==> config.mk <==
export PLATFORM = sky130hd
export DESIGN_NAME = tcb_gpio_sub
export DESIGN_NICKNAME = d
export VERILOG_FILES = /design/src/design/tcb_pkg.sv /design/src/design/tcb_gpio_sub.sv
export VERILOG_INCLUDE_DIRS = /design/src /design/src/design
export SDC_FILE = /design/constraint.sdc
export NUM_CORES = 1
export LEC_CHECK = 0
export ABC_CLOCK_PERIOD_IN_PS = 900
export BUFFER_PORTS_ARGS = -buffer_cell sky130_fd_sc_hd__buf_4
export CORE_AREA = 2 2 98 100
export CTS_CLUSTER_DIAMETER = 50
export CTS_CLUSTER_SIZE = 25
export DETAILED_ROUTE_END_ITERATION = 16
export DIE_AREA = 0 0 100 102
export PLACE_DENSITY = 0.78
export RECOVER_POWER = 25
export SLEW_MARGIN = 20
export SYNTH_ARGS = -nofsm -noshare
export SYNTH_HDL_FRONTEND = slang
export SYNTH_SLANG_ARGS = --single-unit
==> constraint.sdc <==
create_clock -name clk -period 0.9 [get_ports clk]
set_clock_uncertainty 0.05 [all_clocks]
set_input_delay 0.18 -clock clk [delete_from_list [all_inputs] [get_ports clk]]
set_output_delay 0.18 -clock clk [all_outputs]
set_load 0.01 [all_outputs]
==> src/design/tcb_macros.svh <==
/*
 * tcb bus widths, subordinate count and memory map
 * address/mask patterns use x bits as wildcards
 */

`ifndef TCB_MACROS_SVH
`define TCB_MACROS_SVH

// bus widths
`define TCB_ADR 32
`define TCB_DAT 32
`define TCB_BEN 4

// number of subordinates behind the demux
`define TCB_IFN 2

// memory window 0x0000_0000 to 0x0000_03ff
`define TCB_DAM_SRAM 32'b0000_0000_0000_0000_0000_00xx_xxxx_xxxx
// gpio window 0x0001_0000 to 0x0001_0007
`define TCB_DAM_GPIO 32'b0000_0000_0000_0001_0000_0000_0000_0xxx

// gpio register offsets
`define GPIO_OFS_OUT 0
`define GPIO_OFS_IN  4

`endif
==> src/design/tcb_pkg.sv <==
/*
 * tcb request and response payload types
 * shared by the decoder, demux and all subordinates
 */

`include "tcb_macros.svh"

package tcb_pkg;

    //////////////////////////////////////////////////
    // request
    //////////////////////////////////////////////////

    // one transfer from manager to subordinate
    typedef struct packed {
        // write enable, 0 for read
        logic                wen;
        // byte address
        logic [`TCB_ADR-1:0] adr;
        // byte enables, writes only
        logic [`TCB_BEN-1:0] ben;
        // write data
        logic [`TCB_DAT-1:0] wdt;
    } tcb_req_t;

    //////////////////////////////////////////////////
    // response
    //////////////////////////////////////////////////

    // returned one cycle after the handshake
    typedef struct packed {
        // read data, zero on writes
        logic [`TCB_DAT-1:0] rdt;
        // unmapped address
        logic                err;
    } tcb_rsp_t;

endpackage

==> src/design/tcb_gpio_sub.sv <==
`timescale 1ns/1ps

/*
 * tcb gpio subordinate
 * byte writable output register and a synchronized input register
 */

`include "tcb_macros.svh"

module tcb_gpio_sub (
    input  logic                clk,
    input  logic                arst_n,
    // subordinate port
    input  logic                vld,
    input  tcb_pkg::tcb_req_t   req,
    output logic                rdy,
    output tcb_pkg::tcb_rsp_t   rsp,
    // pins
    input  logic [`TCB_DAT-1:0] gpio_in,
    output logic [`TCB_DAT-1:0] gpio_out
);

    // handshake
    logic                trn;
    // register offset, word aligned
    logic [2:0]          ofs;
    logic                ofs_out;
    logic                ofs_in;
    // input synchronizer
    logic [`TCB_DAT-1:0] gpio_sync0;
    logic [`TCB_DAT-1:0] gpio_sync1;
    // response data register
    logic [`TCB_DAT-1:0] rdt;

    assign rdy = 1'b1;
    assign trn = vld && rdy;

    // only adr bit 2 selects a register, byte lanes come from ben
    assign ofs     = {req.adr[2], 2'b00};
    assign ofs_out = (ofs == 3'(`GPIO_OFS_OUT));
    assign ofs_in  = (ofs == 3'(`GPIO_OFS_IN));

    //////////////////////////////////////////////////
    // registers
    //////////////////////////////////////////////////

    always_ff @(posedge clk or negedge arst_n) begin
        if (!arst_n) begin
            gpio_out   <= '0;
            gpio_sync0 <= '0;
            gpio_sync1 <= '0;
        end else begin
            // two flop synchronizer on the pins
            gpio_sync0 <= gpio_in;
            gpio_sync1 <= gpio_sync0;
            // byte enabled write, input offset is read only
            if (trn && req.wen && ofs_out) begin
                for (int b = 0; b < `TCB_BEN; b++) begin
                    if (req.ben[b]) begin
                        gpio_out[8*b +: 8] <= req.wdt[8*b +: 8];
                    end
                end
            end
        end
    end

    // read mux registered on the handshake edge
    always_ff @(posedge clk) begin
        if (trn) begin
            if (req.wen) rdt <= '0;
            else         rdt <= ofs_in ? gpio_sync1 : gpio_out;
        end
    end

    assign rsp.rdt = rdt;
    assign rsp.err = 1'b0;

endmodule

==> summary.txt <==
outcome: complete, but fails checks
failing checks: setup timing
syn nets: 344
H-tree depth: 4
Crit-path slowest cell: dfrtp_1
drt first pass iters: 4
Critical Path Start: gpio_out[10]
Die X: 100 um
Clk Tree Root Cell: clkbuf_8
type of the worst min-delay path: in -> async
DR iter-0 viols: 66
crit-path max FO: 2
crit path DAT: 1.06 ns
post-route setup slack: -0.395 ns
final setup fails: 126
number of routed nets with antenna violations: 0
post-route clock period utilization: 144%
Clk pin slew, worst setup/hold paths: 0.06 ns
Starting Density: 47.1%
Area Overhead vs Synth: 74.8%
area share of the largest cell type after synthesis: 56.0%
Synth Area in Compound Gates: 0%
final-report hold violation count: 0
die area: 0.0102 mm2
top-count cell post-synth: dfrtp_1
Placer Congestion: 0.741
kind of critical path: reg -> out
xor and xnor area share after synthesis: 0%
leak pwr: 3.62 nW
top cell type by total area after synthesis: dfrtp_1
Synth warnings: 0
Crit path required time: 0.67 ns
DRC: 0
CP endpoint kind: primary output
Post-DP HPWL: 5990 um
vias in the first global route: 3351
global-route usage over all layers: 23.2%
MaxCap Viol Count: 0
Power Density: 2240 mW/mm2
CTS tree: built
CTS sink count: 128
fillers: 470
worst stage delay on the critical path: 0.42 ns
IO Pins: 170
wire per inst: 18.4 um
Startpoint Class: flip-flop
mapped cell area: 0.00429 mm2
IO Port Bufs: 136
first-pass GRT wire length: 17200 um
Max Freq: 772 MHz
Peak supply drop: 1.32 mV
RSZ-0062 raised after global routing: true
largest family of logic cells by synthesized area: multiplexers
Top delay family on crit path: flip-flops
initial antenna violation count: 1
vias: 2977
critical path depth in cells: 1
FF-to-FF path depth: 4
Worst-Skew Late Latency: 0.50 ns
cell count after synthesis: 240
Top FF cell, synth: dfrtp_1
clk buf depth: 2
sequential fraction of the synthesis area: 78.4%
adder-cell share of the synthesized area: 0%
Worst R2R Setup Slack: -0.24 ns
Crit Reg-Reg Startpoint: gpio_out[6]
largest net degree at the start of global routing: 38
Period minus WS final: 1.29 ns
Post-synth EDFFs: 32
overall power: 16.8 mW
area share of and/or/nand/nor cells after synthesis: 4.20%
Syn Area/Cell: 17.9 um2
Core Region: 0.00911 mm2
Yosys cell types: 12
Rows: 35
total gr overflow: 0
Synth Register Bits: 128
crit path cell chain: buf_6
TritonCTS Buffers: 17
mux contribution to synthesized area: 15.9%
Final Core Density: 82.3%
commonest cells in the netlist: dfrtp_1, edfxtp_1, mux2_2, mux2i_1, nor2_1
Slew Viols, Final: 0
WL final: 11500 um
synth top area cells: dfrtp_1, edfxtp_1, mux2_2
fin nets: 605
share of layout cells above drive strength 1: 48.1%
Die Y: 102 um
CP bufs+invs: 1
DP Worst Slack: -0.315 ns
average vias per placed instance: 4.75
Synth async-reset ratio: 75.0%
==> layer usage <==
layer  global-route usage [%]  wire (um)
met5                        0          0
met4                     11.0        323
met3                     6.77        581
met2                     42.5       6470
met1                     24.9       4170
==> layout by cell type (no fill, tap or decap) <==
cell type      instances
clkbuf_8               2
mux2_4                29
clkbuf_16             17
conb_1                 2
buf_12                 3
mux2i_1               32
buf_4                 62
edfxtp_1              32
clkinv_4               3
clkbuf_1               7
diode_2                2
buf_6                 93
clkinvlp_4             1
clkinv_2               4
clkbuf_4              22
clkbuf_2               3
bufinv_16              1
mux2_2                 3
nand4b_4               4
nor2_1                32
dlygate4sd3_1         66
dfrtp_1               96
==> what timing repair did <==
| action | CTS | global route |
|---|---|---|
| hold buffers | 66 | 0 |
| endpoints found under the setup margin | 72 | 124 |
| endpoints found under the hold margin | 161 | 0 |
| buffers inserted | 28 | 24 |
| pin swaps | 1 | 20 |
| gates resized for setup | 101 | 38 |
| cloned | 0 | 0 |
==> layout make-up <==
cell class | instances | area, um2 | area share, %
diodes | 2 | 5.00 | 0.0668
clock buffers | 23 | 468 | 6.24
clock inverters | 9 | 83.8 | 1.12
multi-input cells | 102 | 1010 | 13.5
flip-flops and latches | 128 | 3360 | 44.9
well taps | 111 | 139 | 1.85
repair buffers | 252 | 2420 | 32.3
==> final timing paths <==
| path | end |
|---|---|
| max | gpio_out[10] |
| min | gpio_out[10] |
| max reg2reg | rdt[6] |
| min reg2reg | gpio_sync1[31] |
| max in group asynchronous | gpio_out[3] |
| min in group clk | gpio_out[10] |
==> sequential cells by signal (all words and copies together), names as in the netlist <==
signal	cells
gpio_out	32
gpio_sync0	32
gpio_sync1	32
rdt	32
==> cells by family (layout without fill, tap and decap cells) <==
kind of cell | after synthesis | after routing
other | 2 | 4
multiplexers | 64 | 64
buffers and inverters | 10 | 284
AND/OR/NAND/NOR | 36 | 36
flip-flops | 128 | 128
==> worst reg2reg max path, cell delays in order, from the launching register on <==
cell	delay, ns
dfrtp_1	0.41
buf_4	0.15
buf_6	0.11
mux2i_1	0.12
nor2_1	0.06
==> power breakdown <==
part           switching, mW  internal (mW)  total [mW]
clock                   2.37           3.89        6.26
sequential             0.425           6.59        7.02
combinational           1.21           2.33        3.55
==> stage by stage <==
| stage | std cells | hold WS [ns] | instance area [um2] | TNS (ns) |
|---|---|---|---|---|
| 4_1_cts | 618 | -0.0162 | 7380 | -28.46 |
| 3_5_place_dp | 492 | -0.0167 | 5580 | -20.50 |
| 6_report | 627 | 0.0698 | 7500 | -29.09 |
| 3_3_place_gp | 492 | -0.0188 | 5580 | -19.08 |
| 2_1_floorplan | 240 | -0.166 | 4370 | -4.11 |
| 5_1_grt | 626 | 0.0765 | 7490 | -33.80 |
Note: power is estimated with default switching activity, not from simulation.
