File: src/design/tcb_macros.svh
/*
 * tcb bus widths, subordinate count and memory map
 * address/mask patterns use x bits as wildcards
 */

`ifndef TCB_MACROS_SVH
`define TCB_MACROS_SVH

// bus widths
`define TCB_ADR 32
`define TCB_DAT 32
`define TCB_BEN 4

// number of subordinates behind the demux
`define TCB_IFN 2

// memory window 0x0000_0000 to 0x0000_03ff
`define TCB_DAM_SRAM 32'b0000_0000_0000_0000_0000_00xx_xxxx_xxxx
// gpio window 0x0001_0000 to 0x0001_0007
`define TCB_DAM_GPIO 32'b0000_0000_0000_0001_0000_0000_0000_0xxx

// gpio register offsets
`define GPIO_OFS_OUT 0
`define GPIO_OFS_IN  4

`endif
File: src/design/tcb_decoder.sv
`timescale 1ns/1ps

/*
 * tcb address decoder
 * wildcard match against an address/mask table, lowest matching entry wins
 */

`include "tcb_macros.svh"

module tcb_decoder #(
    // subordinate count
    parameter  int unsigned IFN = 2,
    localparam int unsigned IFL = $clog2(IFN),
    // address/mask table, x bits are don't care
    parameter  logic [`TCB_ADR-1:0] DAM [IFN-1:0] = '{default: '0}
)(
    input  logic [`TCB_ADR-1:0] adr,
    output logic [IFL-1:0]      sel,
    output logic                hit
);

    //////////////////////////////////////////////////
    // match
    //////////////////////////////////////////////////

    // one flag per table entry
    logic [IFN-1:0] mch;

    for (genvar i = 0; i < IFN; i++) begin : g_mch
        // wildcard equality, x/z in the pattern match anything
        assign mch[i] = (adr ==? DAM[i]);
    end

    //////////////////////////////////////////////////
    // encode
    //////////////////////////////////////////////////

    // priority encoder, lowest index has priority
    function automatic logic [IFL-1:0] encode(logic [IFN-1:0] val);
        logic [IFL-1:0] idx;
        idx = '0;
        // walk down so the lowest set bit is the last one kept
        for (int i = IFN - 1; i >= 0; i--) begin
            if (val[i]) begin
                idx = IFL'(i);
            end
        end
        return idx;
    endfunction

    assign sel = encode(mch);
    // any entry matched
    assign hit = |mch;

    // overlapping windows in the table
    // evaluated after the match vector settles
    always_comb begin
        assert final ($onehot0(mch))
            else $error("address %h matches more than one decoder entry", adr);
    end

endmodule

File: config.mk
export PLATFORM = sky130hd
export DESIGN_NAME = tcb_decoder
export DESIGN_NICKNAME = d
export VERILOG_FILES = /design/src/design/tcb_decoder.sv
export VERILOG_INCLUDE_DIRS = /design/src /design/src/design
export SDC_FILE = /design/constraint.sdc
export NUM_CORES = 1
export LEC_CHECK = 0
export ABC_AREA = 1
export BUFFER_PORTS_ARGS = -buffer_cell sky130_fd_sc_hd__buf_2
export CAP_MARGIN = 10
export CORE_AREA = 8 8 45 47
export DETAILED_ROUTE_END_ITERATION = 6
export DIE_AREA = 0 0 53 55
export PLACE_DENSITY_LB_ADDON = 0.25
export SYNTH_ARGS = -nofsm -noshare
export SYNTH_HDL_FRONTEND = slang
export SYNTH_SLANG_ARGS = --single-unit
File: constraint.sdc
create_clock -name vclk -period 0.8
set_input_delay 0.12 -clock vclk [all_inputs]
set_output_delay 0.12 -clock vclk [all_outputs]
set_load 0.005 [all_outputs]
==> impl_metrics.ini, run 1 <==
[run_status]
status = finished, violations left
failed_checks = negative setup slack

[global_routing]
grt_max_degree = 2
grt_pass1_wl_um = 1130
antenna_found_initial = 0
grt_overflow_total = 0
grt_use_total = 0.0474
grt_pass1_vias = 300

[pwr]
power.total_uw = 140
p_per_area_nw_per_um2 = 363
ir_drop_mv = 0.109
p_leak_nw = 0.191

[drt]
drt-vias-per-instance = 3.77
drc = 0
dr.pass1.iters = 2
wl_per_cell_um = 9.83
ant_nets = 0
drtIter0Drc = 2
routed_wl_um = 796
vias = 305

[yosys]
syn_inst = 33
syn_avg_cell_area_um2 = 3.87
yosys_warnings = 0
synth_area_um2 = 128
ys_types = 4
synthesis.nets = 65
ys_seq_area_frac = 0

[critical_path]
crit_start = adr[30]
cp_max_fo = 1
critPathLaunchType = input pin
cp-end-kind = output pin
crit_type = input pin to output pin
cp-endpoint = hit
critPathRequiredTime_ns = 0.68
arrival_ns = 0.72

[cells_and_area]
syn_to_final_growth_pct = 203
antenna_cells = 0
final_cell_mix = buf_2 (26), nor2_1 (11), nand2_1 (9), nor2_2 (8), buf_6 (7)
nets = 99
clkbuf_count = 0
drive_gt1_frac = 0.677
final_common_cell = buf_2
n_fill_cell = 163
seq_cells = 0
regArea_um2 = 0
utilization = 0.279

[die]
fp.dieW_um = 53
die_height_um = 55
core-area_um2 = 1380
num_rows = 14
die_area_um2 = 2920
num_io_pins = 34
start_util = 0.0922

[sta]
maxSlewViolCount = 0
final.min_clock_period_ns = 0.840
fin_ws_ns = -0.0397
rsz0062_at_grt = yes
fin_hold_ws_ns = 0.619
hold_viol = 0
fmax_mhz = 1190
fin_crit_sh = 1.05
setup_tns_ns = -0.0397
finalSetupViolCount = 1

[place]
portBuffers = 33
dpl_worst_slack_ns = -0.0696
gp_congestion = 0.695

[clock_tree]
cts_setup_buffers = 0
cts_hold_buf = 0

[job]
drv_cap = 0

[min_path]
hp-class = input pin to output pin
routing by layer:
metal	track usage	wire, µm
met3	0.0214	154
met1	0.0513	283
met2	0.0879	358
met4	0	0
met5	0	0
power by group:
part | internal, mW | leakage (nW) | switching, mW
clock | 0 | 0 | 0
sequential | 0 | 0 | 0
combinational | 0.0934 | 0.191 | 0.0467
total | 0.0934 | 0.191 | 0.0467
synthesized netlist by cell type:
| library cell | n | share of area |
|---|---|---|
| buf_4 | 1 | 0.059 |
| conb_1 | 1 | 0.029 |
| nand2_1 | 10 | 0.29 |
| nor2_1 | 21 | 0.62 |
critical path: stages:
cell,delay (ns)
buf_6,0.10
nor2_4,0.09
nand2_2,0.05
nor2_2,0.10
nand2_1,0.06
nor2_1,0.09
buf_2,0.12
cell type report:
cell class	instances	area (µm²)	area share
timing repair buffer	33	209	0.540
tap	16	20.0	0.0518
multi-input combinational	32	158	0.408
logic make-up after synthesis:
group	Yosys count	synth area share
buffers and inverters	1	0.0588
other	1	0.0294
AND/OR/NAND/NOR	31	0.912
worst min-delay path by stage:
stage,from,end,slack (ns),depth (start not counted)
floorplan,adr[0],hit,0.41,5
global placement,adr[0],hit,0.63,7
detailed placement,adr[6],hit,0.63,7
CTS,adr[4],hit,0.63,7
global route,adr[15],hit,0.67,7
finish,adr[24],hit,0.62,7
through the flow:
step	cell area [µm²]	std cells
2_1_floorplan	128	33
3_5_place_dp	305	81
6_report	387	81
5_1_grt	387	81
4_1_cts	330	81
3_3_place_gp	305	81
repair_timing:
action                     4_1_cts  5_1_grt
gates resized for setup          4       16
pin swaps                       12       10
setup endpoints to repair        1        1
Power figures use the tool's default switching activity.
==> run 2, diff against run 1 <==
- ABC_AREA: 1 -> unset
==> impl_metrics.ini, run 2 <==
[drt]
drc = 0
routed_wl_um = 1180
dr.pass1.iters = 1
drt-vias-per-instance = 4.30
wl_per_cell_um = 19.3
ant_nets = 0
vias = 262
drtIter0Drc = 0

[yosys]
yosys_warnings = 0
ys_types = 6
synth_common_cells = nor4_1 (7), nand4_1 (2)
synth_area_um2 = 83.8
ys_seq_area_frac = 0
synthesis.nets = 45
synth.area.top_cells = nor4_1 (52%), nand4_1 (15%), nor4_2 (15%), buf_4 (9.0%), conb_1 (4.5%)
synth_top_area_share = 0.522
syn_avg_cell_area_um2 = 6.45
syn_inst = 13
yosys.area.top_type = nor4_1
synth.most_common_cell = nor4_1

[die]
num_io_pins = 34
fp.dieW_um = 53
die_area_um2 = 2920
core-area_um2 = 1380
die_height_um = 55
num_rows = 14
start_util = 0.0606

[min_path]
min_from = adr[20]
hp-class = input pin to output pin

[sta]
finalSetupViolCount = 1
setup_tns_ns = -0.168
fin_crit_sh = 1.21
rsz0062_at_grt = yes
final.min_clock_period_ns = 0.968
fmax_mhz = 1030
maxSlewViolCount = 0
hold_viol = 0
fin_ws_ns = -0.168

[cells_and_area]
final_cells = 61
clkbuf_count = 0
stdcell_area_um2 = 354
n_fill_cell = 157
syn_to_final_growth_pct = 322
seq_cells = 0
regArea_um2 = 0
final_common_cell = buf_2
final_cell_mix = buf_2 (28), nor4_2 (6), buf_6 (5), nand4_1 (2), nor4_4 (2)
nets = 79
drive_gt1_frac = 0.911
antenna_cells = 0

[global_routing]
grt_pass1_wl_um = 1680
grt_use_total = 0.0768
antenna_found_initial = 0
use_met1 = 0.104
grt_busiest_layer = met1
grt_util_met2 = 0.0840
grt_max_degree = 2
grt_overflow_total = 0
grt_pass1_vias = 317
grt_util_met3 = 0.0775

[place]
portBuffers = 33
placed_area_um2 = 262
dp_cells = 61
gp_congestion = 0.833
dpl_worst_slack_ns = -0.183

[pwr]
power.total_uw = 138
p_leak_nw = 0.156
ir_drop_mv = 0.113
p_per_area_nw_per_um2 = 389

[critical_path]
crit_start = adr[26]
arrival_ns = 0.85
critPathRequiredTime_ns = 0.68
cpPeakStageDelay_ns = 0.26
path_cells = buf_2, nor4_2, nand4_1, nor2_1, buf_2
path_common_cell = buf_2
critPathLaunchType = input pin
crit_type = input pin to output pin
cp-end-kind = output pin
cp_max_fo = 1
cpMaxStageDelayCell = nor4_2

[run_status]
status = finished, violations left
failed_checks = negative setup slack

[clock_tree]
cts_hold_buf = 0

[job]
drv_cap = 0
[run 2: cell types whose count changed after synthesis, sizes merged]
cell | before | now
nand4 | 0 | 2
nor4 | 0 | 8
nor2 | 21 | 1
nand2 | 10 | 0
[run 2: critical path: cells and delay by family]
family	cells	cell delay, ns
buffers and inverters	2	0.24
AND/OR/NAND/NOR	3	0.48
[run 2: layer usage]
metal	vias to the layer above	part of all wire
li1	120	-
met1	108	0.47
met2	34	0.24
met3	0	0.29
met4	0	0
met5	-	0
[run 2: cell families after synthesis]
kind of cell | Yosys count | synth area share
buffers and inverters | 1 | 0.0896
other | 1 | 0.0447
AND/OR/NAND/NOR | 11 | 0.866
[run 2: cell type report]
cell class / instances / area (µm²) / share of cell area
multi-input combinational: 12 / 138 / 0.389
tap: 16 / 20.0 / 0.0565
timing repair buffer: 33 / 196 / 0.555
[run 2: worst paths after layout]
path,endpoint,slack (ns),cells after the start
worst max-delay path,hit,-0.17,5
worst min-delay path,hit,0.58,5
[run 2: per-stage QoR]
step / util / hold slack (ns)
final: 0.256 / 0.576
after global routing: 0.256 / 0.598
after CTS: 0.234 / 0.569
after detailed placement: 0.189 / 0.571
after global placement: 0.189 / 0.577
after floorplan: - / 0.354
[run 2: power by group]
part           internal, mW  switching, mW  total (mW)
clock network             0              0           0
logic                0.0825         0.0552       0.138
registers                 0              0           0
total                0.0825         0.0552       0.138
[run 2: timing repair]
action / in CTS / in global routing
setup buffers: 0 / 0
endpoints found under the hold margin: 0 / 0
pin swaps: 4 / 1
endpoints found under the setup margin: 1 / 1
gates resized for setup: 10 / 4
