--- src/design/tcb_macros.svh ---
/*
 * tcb bus widths, subordinate count and memory map
 * address/mask patterns use x bits as wildcards
 */

`ifndef TCB_MACROS_SVH
`define TCB_MACROS_SVH

// bus widths
`define TCB_ADR 32
`define TCB_DAT 32
`define TCB_BEN 4

// number of subordinates behind the demux
`define TCB_IFN 2

// memory window 0x0000_0000 to 0x0000_03ff
`define TCB_DAM_SRAM 32'b0000_0000_0000_0000_0000_00xx_xxxx_xxxx
// gpio window 0x0001_0000 to 0x0001_0007
`define TCB_DAM_GPIO 32'b0000_0000_0000_0001_0000_0000_0000_0xxx

// gpio register offsets
`define GPIO_OFS_OUT 0
`define GPIO_OFS_IN  4

`endif
--- src/design/tcb_pkg.sv ---
/*
 * tcb request and response payload types
 * shared by the decoder, demux and all subordinates
 */

`include "tcb_macros.svh"

package tcb_pkg;

    //////////////////////////////////////////////////
    // request
    //////////////////////////////////////////////////

    // one transfer from manager to subordinate
    typedef struct packed {
        // write enable, 0 for read
        logic                wen;
        // byte address
        logic [`TCB_ADR-1:0] adr;
        // byte enables, writes only
        logic [`TCB_BEN-1:0] ben;
        // write data
        logic [`TCB_DAT-1:0] wdt;
    } tcb_req_t;

    //////////////////////////////////////////////////
    // response
    //////////////////////////////////////////////////

    // returned one cycle after the handshake
    typedef struct packed {
        // read data, zero on writes
        logic [`TCB_DAT-1:0] rdt;
        // unmapped address
        logic                err;
    } tcb_rsp_t;

endpackage

--- src/design/tcb_demux.sv ---
`timescale 1ns/1ps

/*
 * tcb demultiplexer, one manager to IFN subordinates
 * forwards the request to the decoded subordinate and returns its response
 * one cycle later, unmapped addresses get an error response
 */

module tcb_demux #(
    // subordinate count
    parameter  int unsigned IFN = 2,
    localparam int unsigned IFL = $clog2(IFN)
)(
    input  logic                        clk,
    input  logic                        arst_n,
    // manager port
    input  logic                        man_vld,
    input  tcb_pkg::tcb_req_t           man_req,
    output logic                        man_rdy,
    output logic                        man_rsp_vld,
    output tcb_pkg::tcb_rsp_t           man_rsp,
    // decoder result for man_req
    input  logic [IFL-1:0]              sel,
    input  logic                        hit,
    // subordinate ports
    output logic [IFN-1:0]              sub_vld,
    output tcb_pkg::tcb_req_t           sub_req,
    input  logic [IFN-1:0]              sub_rdy,
    input  tcb_pkg::tcb_rsp_t [IFN-1:0] sub_rsp
);

    import tcb_pkg::*;

    // handshake this cycle
    logic           trn;
    // response stage state
    logic           rsp_vld;
    logic           rsp_hit;
    logic [IFL-1:0] rsp_sel;
    // fixed error response
    tcb_rsp_t       rsp_err;

    //////////////////////////////////////////////////
    // request stage
    //////////////////////////////////////////////////

    // payload goes to every subordinate, only vld is steered
    assign sub_req = man_req;

    always_comb begin
        for (int i = 0; i < IFN; i++) begin
            sub_vld[i] = man_vld && hit && (sel == IFL'(i));
        end
    end

    // a miss is always accepted, the demux answers it itself
    assign man_rdy = hit ? sub_rdy[sel] : 1'b1;

    assign trn = man_vld && man_rdy;

    //////////////////////////////////////////////////
    // response stage
    //////////////////////////////////////////////////

    always_ff @(posedge clk or negedge arst_n) begin
        if (!arst_n) begin
            rsp_vld <= 1'b0;
            rsp_hit <= 1'b0;
            rsp_sel <= '0;
        end else begin
            // response valid for exactly one cycle per transfer
            rsp_vld <= trn;
            // remember who owes the response
            if (trn) begin
                rsp_hit <= hit;
                rsp_sel <= sel;
            end
        end
    end

    // err set, no read data
    assign rsp_err = '{rdt: '0, err: 1'b1};

    assign man_rsp_vld = rsp_vld;
    // subordinates register on the handshake edge, so pick directly
    assign man_rsp = rsp_hit ? sub_rsp[rsp_sel] : rsp_err;

    //////////////////////////////////////////////////
    // assertions
    //////////////////////////////////////////////////

    // never more than one subordinate addressed
    assert property (@(posedge clk) disable iff (!arst_n)
        $onehot0(sub_vld))
        else $error("more than one sub_vld active");

    // every response belongs to a handshake one cycle earlier
    assert property (@(posedge clk) disable iff (!arst_n)
        man_rsp_vld |-> $past(man_vld && man_rdy))
        else $error("man_rsp_vld without a preceding handshake");

endmodule

--- config.mk ---
export PLATFORM = sky130hd
export DESIGN_NAME = tcb_demux
export DESIGN_NICKNAME = d
export VERILOG_FILES = /design/src/design/tcb_pkg.sv /design/src/design/tcb_demux.sv
export VERILOG_INCLUDE_DIRS = /design/src /design/src/design
export SDC_FILE = /design/constraint.sdc
export NUM_CORES = 1
export LEC_CHECK = 0
export BUFFER_PORTS_ARGS = -buffer_cell sky130_fd_sc_hd__buf_2
export CAP_MARGIN = 20
export CORE_AREA = 2 2 97 99
export CTS_CLUSTER_SIZE = 20
export DETAILED_ROUTE_END_ITERATION = 12
export DIE_AREA = 0 0 99 101
export PLACE_DENSITY = 0.59
export SLEW_MARGIN = 20
export SYNTH_ARGS = -nofsm -noshare
export SYNTH_HDL_FRONTEND = slang
export SYNTH_SLANG_ARGS = --single-unit
--- constraint.sdc ---
create_clock -name clk -period 2.3 [get_ports clk]
set_clock_uncertainty 0.2 [all_clocks]
set_input_delay 0.115 -clock clk [delete_from_list [all_inputs] [get_ports clk]]
set_output_delay 0.115 -clock clk [all_outputs]
set_load 0.02 [all_outputs]
==> impl_metrics.env <==
export IMPL_outcome="finished, final reports clean"
export IMPL_asyncSetResetFlopFracSynth=1.00
export IMPL_clock_sinks=3
export IMPL_clock_fmax_mhz=531
export IMPL_maxCapViolCount=0
export IMPL_fin_nets=344
export IMPL_period_share=0.819
export IMPL_r2r_start="rsp_hit"
export IMPL_critical_path_max_fanout=22
export IMPL_num_antenna_cells=0
export IMPL_track_usage=0.0712
export IMPL_gp_congestion=0.665
export IMPL_synth_edf_count=0
export IMPL_grt_max_degree=35
export IMPL_max_stage_delay_ns=0.61
export IMPL_power_leakage_nw=0.893
export IMPL_dieArea_um2=10000
export IMPL_path_clk_slew_ns=0.03
export IMPL_setup_slack_ns=0.417
export IMPL_grt_pass1_vias=1005
export IMPL_crit_path_start_kind="flip-flop"
export IMPL_die_w_um=99
export IMPL_end_kind="output pin"
export IMPL_start_util=0.143
export IMPL_place_ws_ns=0.623
export IMPL_cts_tree="built"
export IMPL_layout_drive_gt1_share=0.572
export IMPL_critical_path_class="flip-flop to output pin"
export IMPL_grt_ovfl_total=0
export IMPL_worst_r2r_setup_slack_ns=0.78
export IMPL_cts_buffers=3
export IMPL_wl_mm=4.22
export IMPL_io_pins=248
export IMPL_arrival_ns=1.57
export IMPL_min_delay_path_depth=3
export IMPL_synth_flop_cell="dfrtp_1"
export IMPL_ant_nets=0
export IMPL_antenna_found_initial=0
export IMPL_drt_pass1_iterations=2
export IMPL_crit_required_ns=1.99
export IMPL_die_h_um=101
export IMPL_portBuffers=109
export IMPL_rsz0062_at_grt="no"
export IMPL_drc=0
export IMPL_worstHoldStart="sub_rdy[0]"
export IMPL_tns_ns=0
export IMPL_viasPerCell=3.65
export IMPL_path_cells="buf_12 -> mux2i_1 -> nand2_1 -> buf_2"
export IMPL_reg2reg_depth=2
export IMPL_grt_pass1_wl_mm=5.46
export IMPL_fp_row_count=35
export IMPL_yosysMostFrequentCell="buf_4"
export IMPL_fp_coreArea_um2=8980
export IMPL_cpMaxStageDelayCell="dfrtp_2"
export IMPL_ys_top_cells_by_area="buf_4 40%, mux2i_1 26%, nor2b_1 16%"
export IMPL_cts_root_buf="clkbuf_8"
export IMPL_yosys_warnings=0
export IMPL_synth_area_leader_cell="buf_4"
export IMPL_r2r_end="rsp_hit"
export IMPL_post_drt_wl_per_cell_um=13.5
export IMPL_synthTopCellsByCount="69 x buf_4, 34 x mux2i_1, 32 x nor2b_1"
export IMPL_insertion_delay_ns=0.21
export IMPL_synth_nets=300
export IMPL_startpoint="rsp_sel"
export IMPL_synth_distinct_cells=18
export IMPL_cts_max_level=1
export IMPL_hold_class="input pin to flip-flop"
export IMPL_ys_seq_elements=3
export IMPL_syn_cell_area_um2=1280
export IMPL_hold_path_end="rsp_sel"
export IMPL_final_max_slew_viol_count=0
export IMPL_syn_inst=158
export IMPL_relSlewSlack=0.471
export IMPL_syn_area_per_cell_um2=8.13
export IMPL_clockBufferDepth=2
export IMPL_drtIter0Drc=15
export IMPL_ys_seq_area_frac=0.0584
export IMPL_syn2layout_area_growth_pct=15.4
export IMPL_finalHoldViolations=0
export IMPL_setup_viol=0
export IMPL_peakVddDrop_mv=0.123
export IMPL_worst_pin_slew_ns=0.794
export IMPL_layout_min_cycle_time_ns=1.88
export IMPL_num_vias=1139
export IMPL_yosysTopAreaCellShare=0.403
export IMPL_power_density_nw_per_um2=446
## final cells by class
class	instances	area [um2]
multi-input combinational	77	602
tap	111	139
fill	1006	7490
clock buffer	4	45.0
timing repair buffer	115	613
sequential	3	76.3
inverter	2	7.51
## power breakdown
| part | internal [mW] | switching (mW) |
|---|---|---|
| Clock | 0.118 | 0.0312 |
| Combinational | 0.208 | 0.210 |
| Sequential | 0.0594 | 0.0351 |
| Total | 0.385 | 0.276 |
## critical path: cells and delay by family, from the launching register on
| kind | cells | cell delay [ns] |
|---|---|---|
| buffers and inverters | 2 | 0.44 |
| DFF | 1 | 0.61 |
| and+or+nand+nor | 1 | 0.07 |
| muxes | 1 | 0.22 |
## worst max path at each step
stage,cells past startpoint,slack [ns],end
floorplan,4,0.92,man_rsp[10]
global placement,4,0.68,man_rsp[0]
detailed placement,4,0.62,man_rsp[0]
CTS,4,0.40,man_rsp[0]
global route,4,0.30,man_rsp[0]
finish,4,0.42,man_rsp[0]
## layout by cell type (no fill, tap or decap), drive strengths merged
cell,synthesis,layout
a21oi,1,1
a2bb2oi,1,1
and3,1,1
buf,73,111
clkbuf,3,4
dfrtp,3,3
dlygate4sd3,0,4
inv,2,2
mux2i,34,34
nand2,2,2
nand3,1,1
nand3b,1,1
nor2,1,1
nor2b,32,32
nor3,1,1
o211ai,1,1
o21ai,1,1
## timing repair
action / 4_1_cts / 5_1_grt
hold buffers: 4 / 0
gates resized for setup: 0 / 0
setup endpoints to repair: 0 / 0
endpoints found under the hold margin: 6 / 0
buffers inserted: 0 / 0
## cell families after synthesis
| kind of cell | Yosys count | synth area share |
|---|---|---|
| buffers and inverters | 78 | 0.473 |
| flip-flops | 3 | 0.0584 |
| AO/OA/AOI/OAI | 4 | 0.0204 |
| AND/OR/NAND/NOR | 39 | 0.183 |
| multiplexers | 34 | 0.265 |
## state kept, by name, summed over array words and instances (netlist names)
register and flops:
rsp_hit 1, rsp_sel 1, man_rsp_vld 1
## routing by layer
metal / global-route usage / vias to the layer above / share of wire
li1: - / 527 / -
met1: 0.0485 / 460 / 0.24
met2: 0.137 / 122 / 0.50
met3: 0.0520 / 30 / 0.21
met4: 0.0400 / 0 / 0.056
met5: 0 / - / 0
## metrics by stage
stage,utilization,hold WS (ns),total power [mW],instance area [um2],cells
finish,0.165,0.00862,0.662,1480,312
CTS,0.165,0.00364,0.674,1480,312
floorplan,-,-0.381,0.560,1280,158
detailed placement,0.156,-0.287,0.515,1400,304
global route,0.165,0.0172,0.716,1480,312
global placement,0.156,-0.288,0.507,1400,304
(Power assumes the default switching activity.)
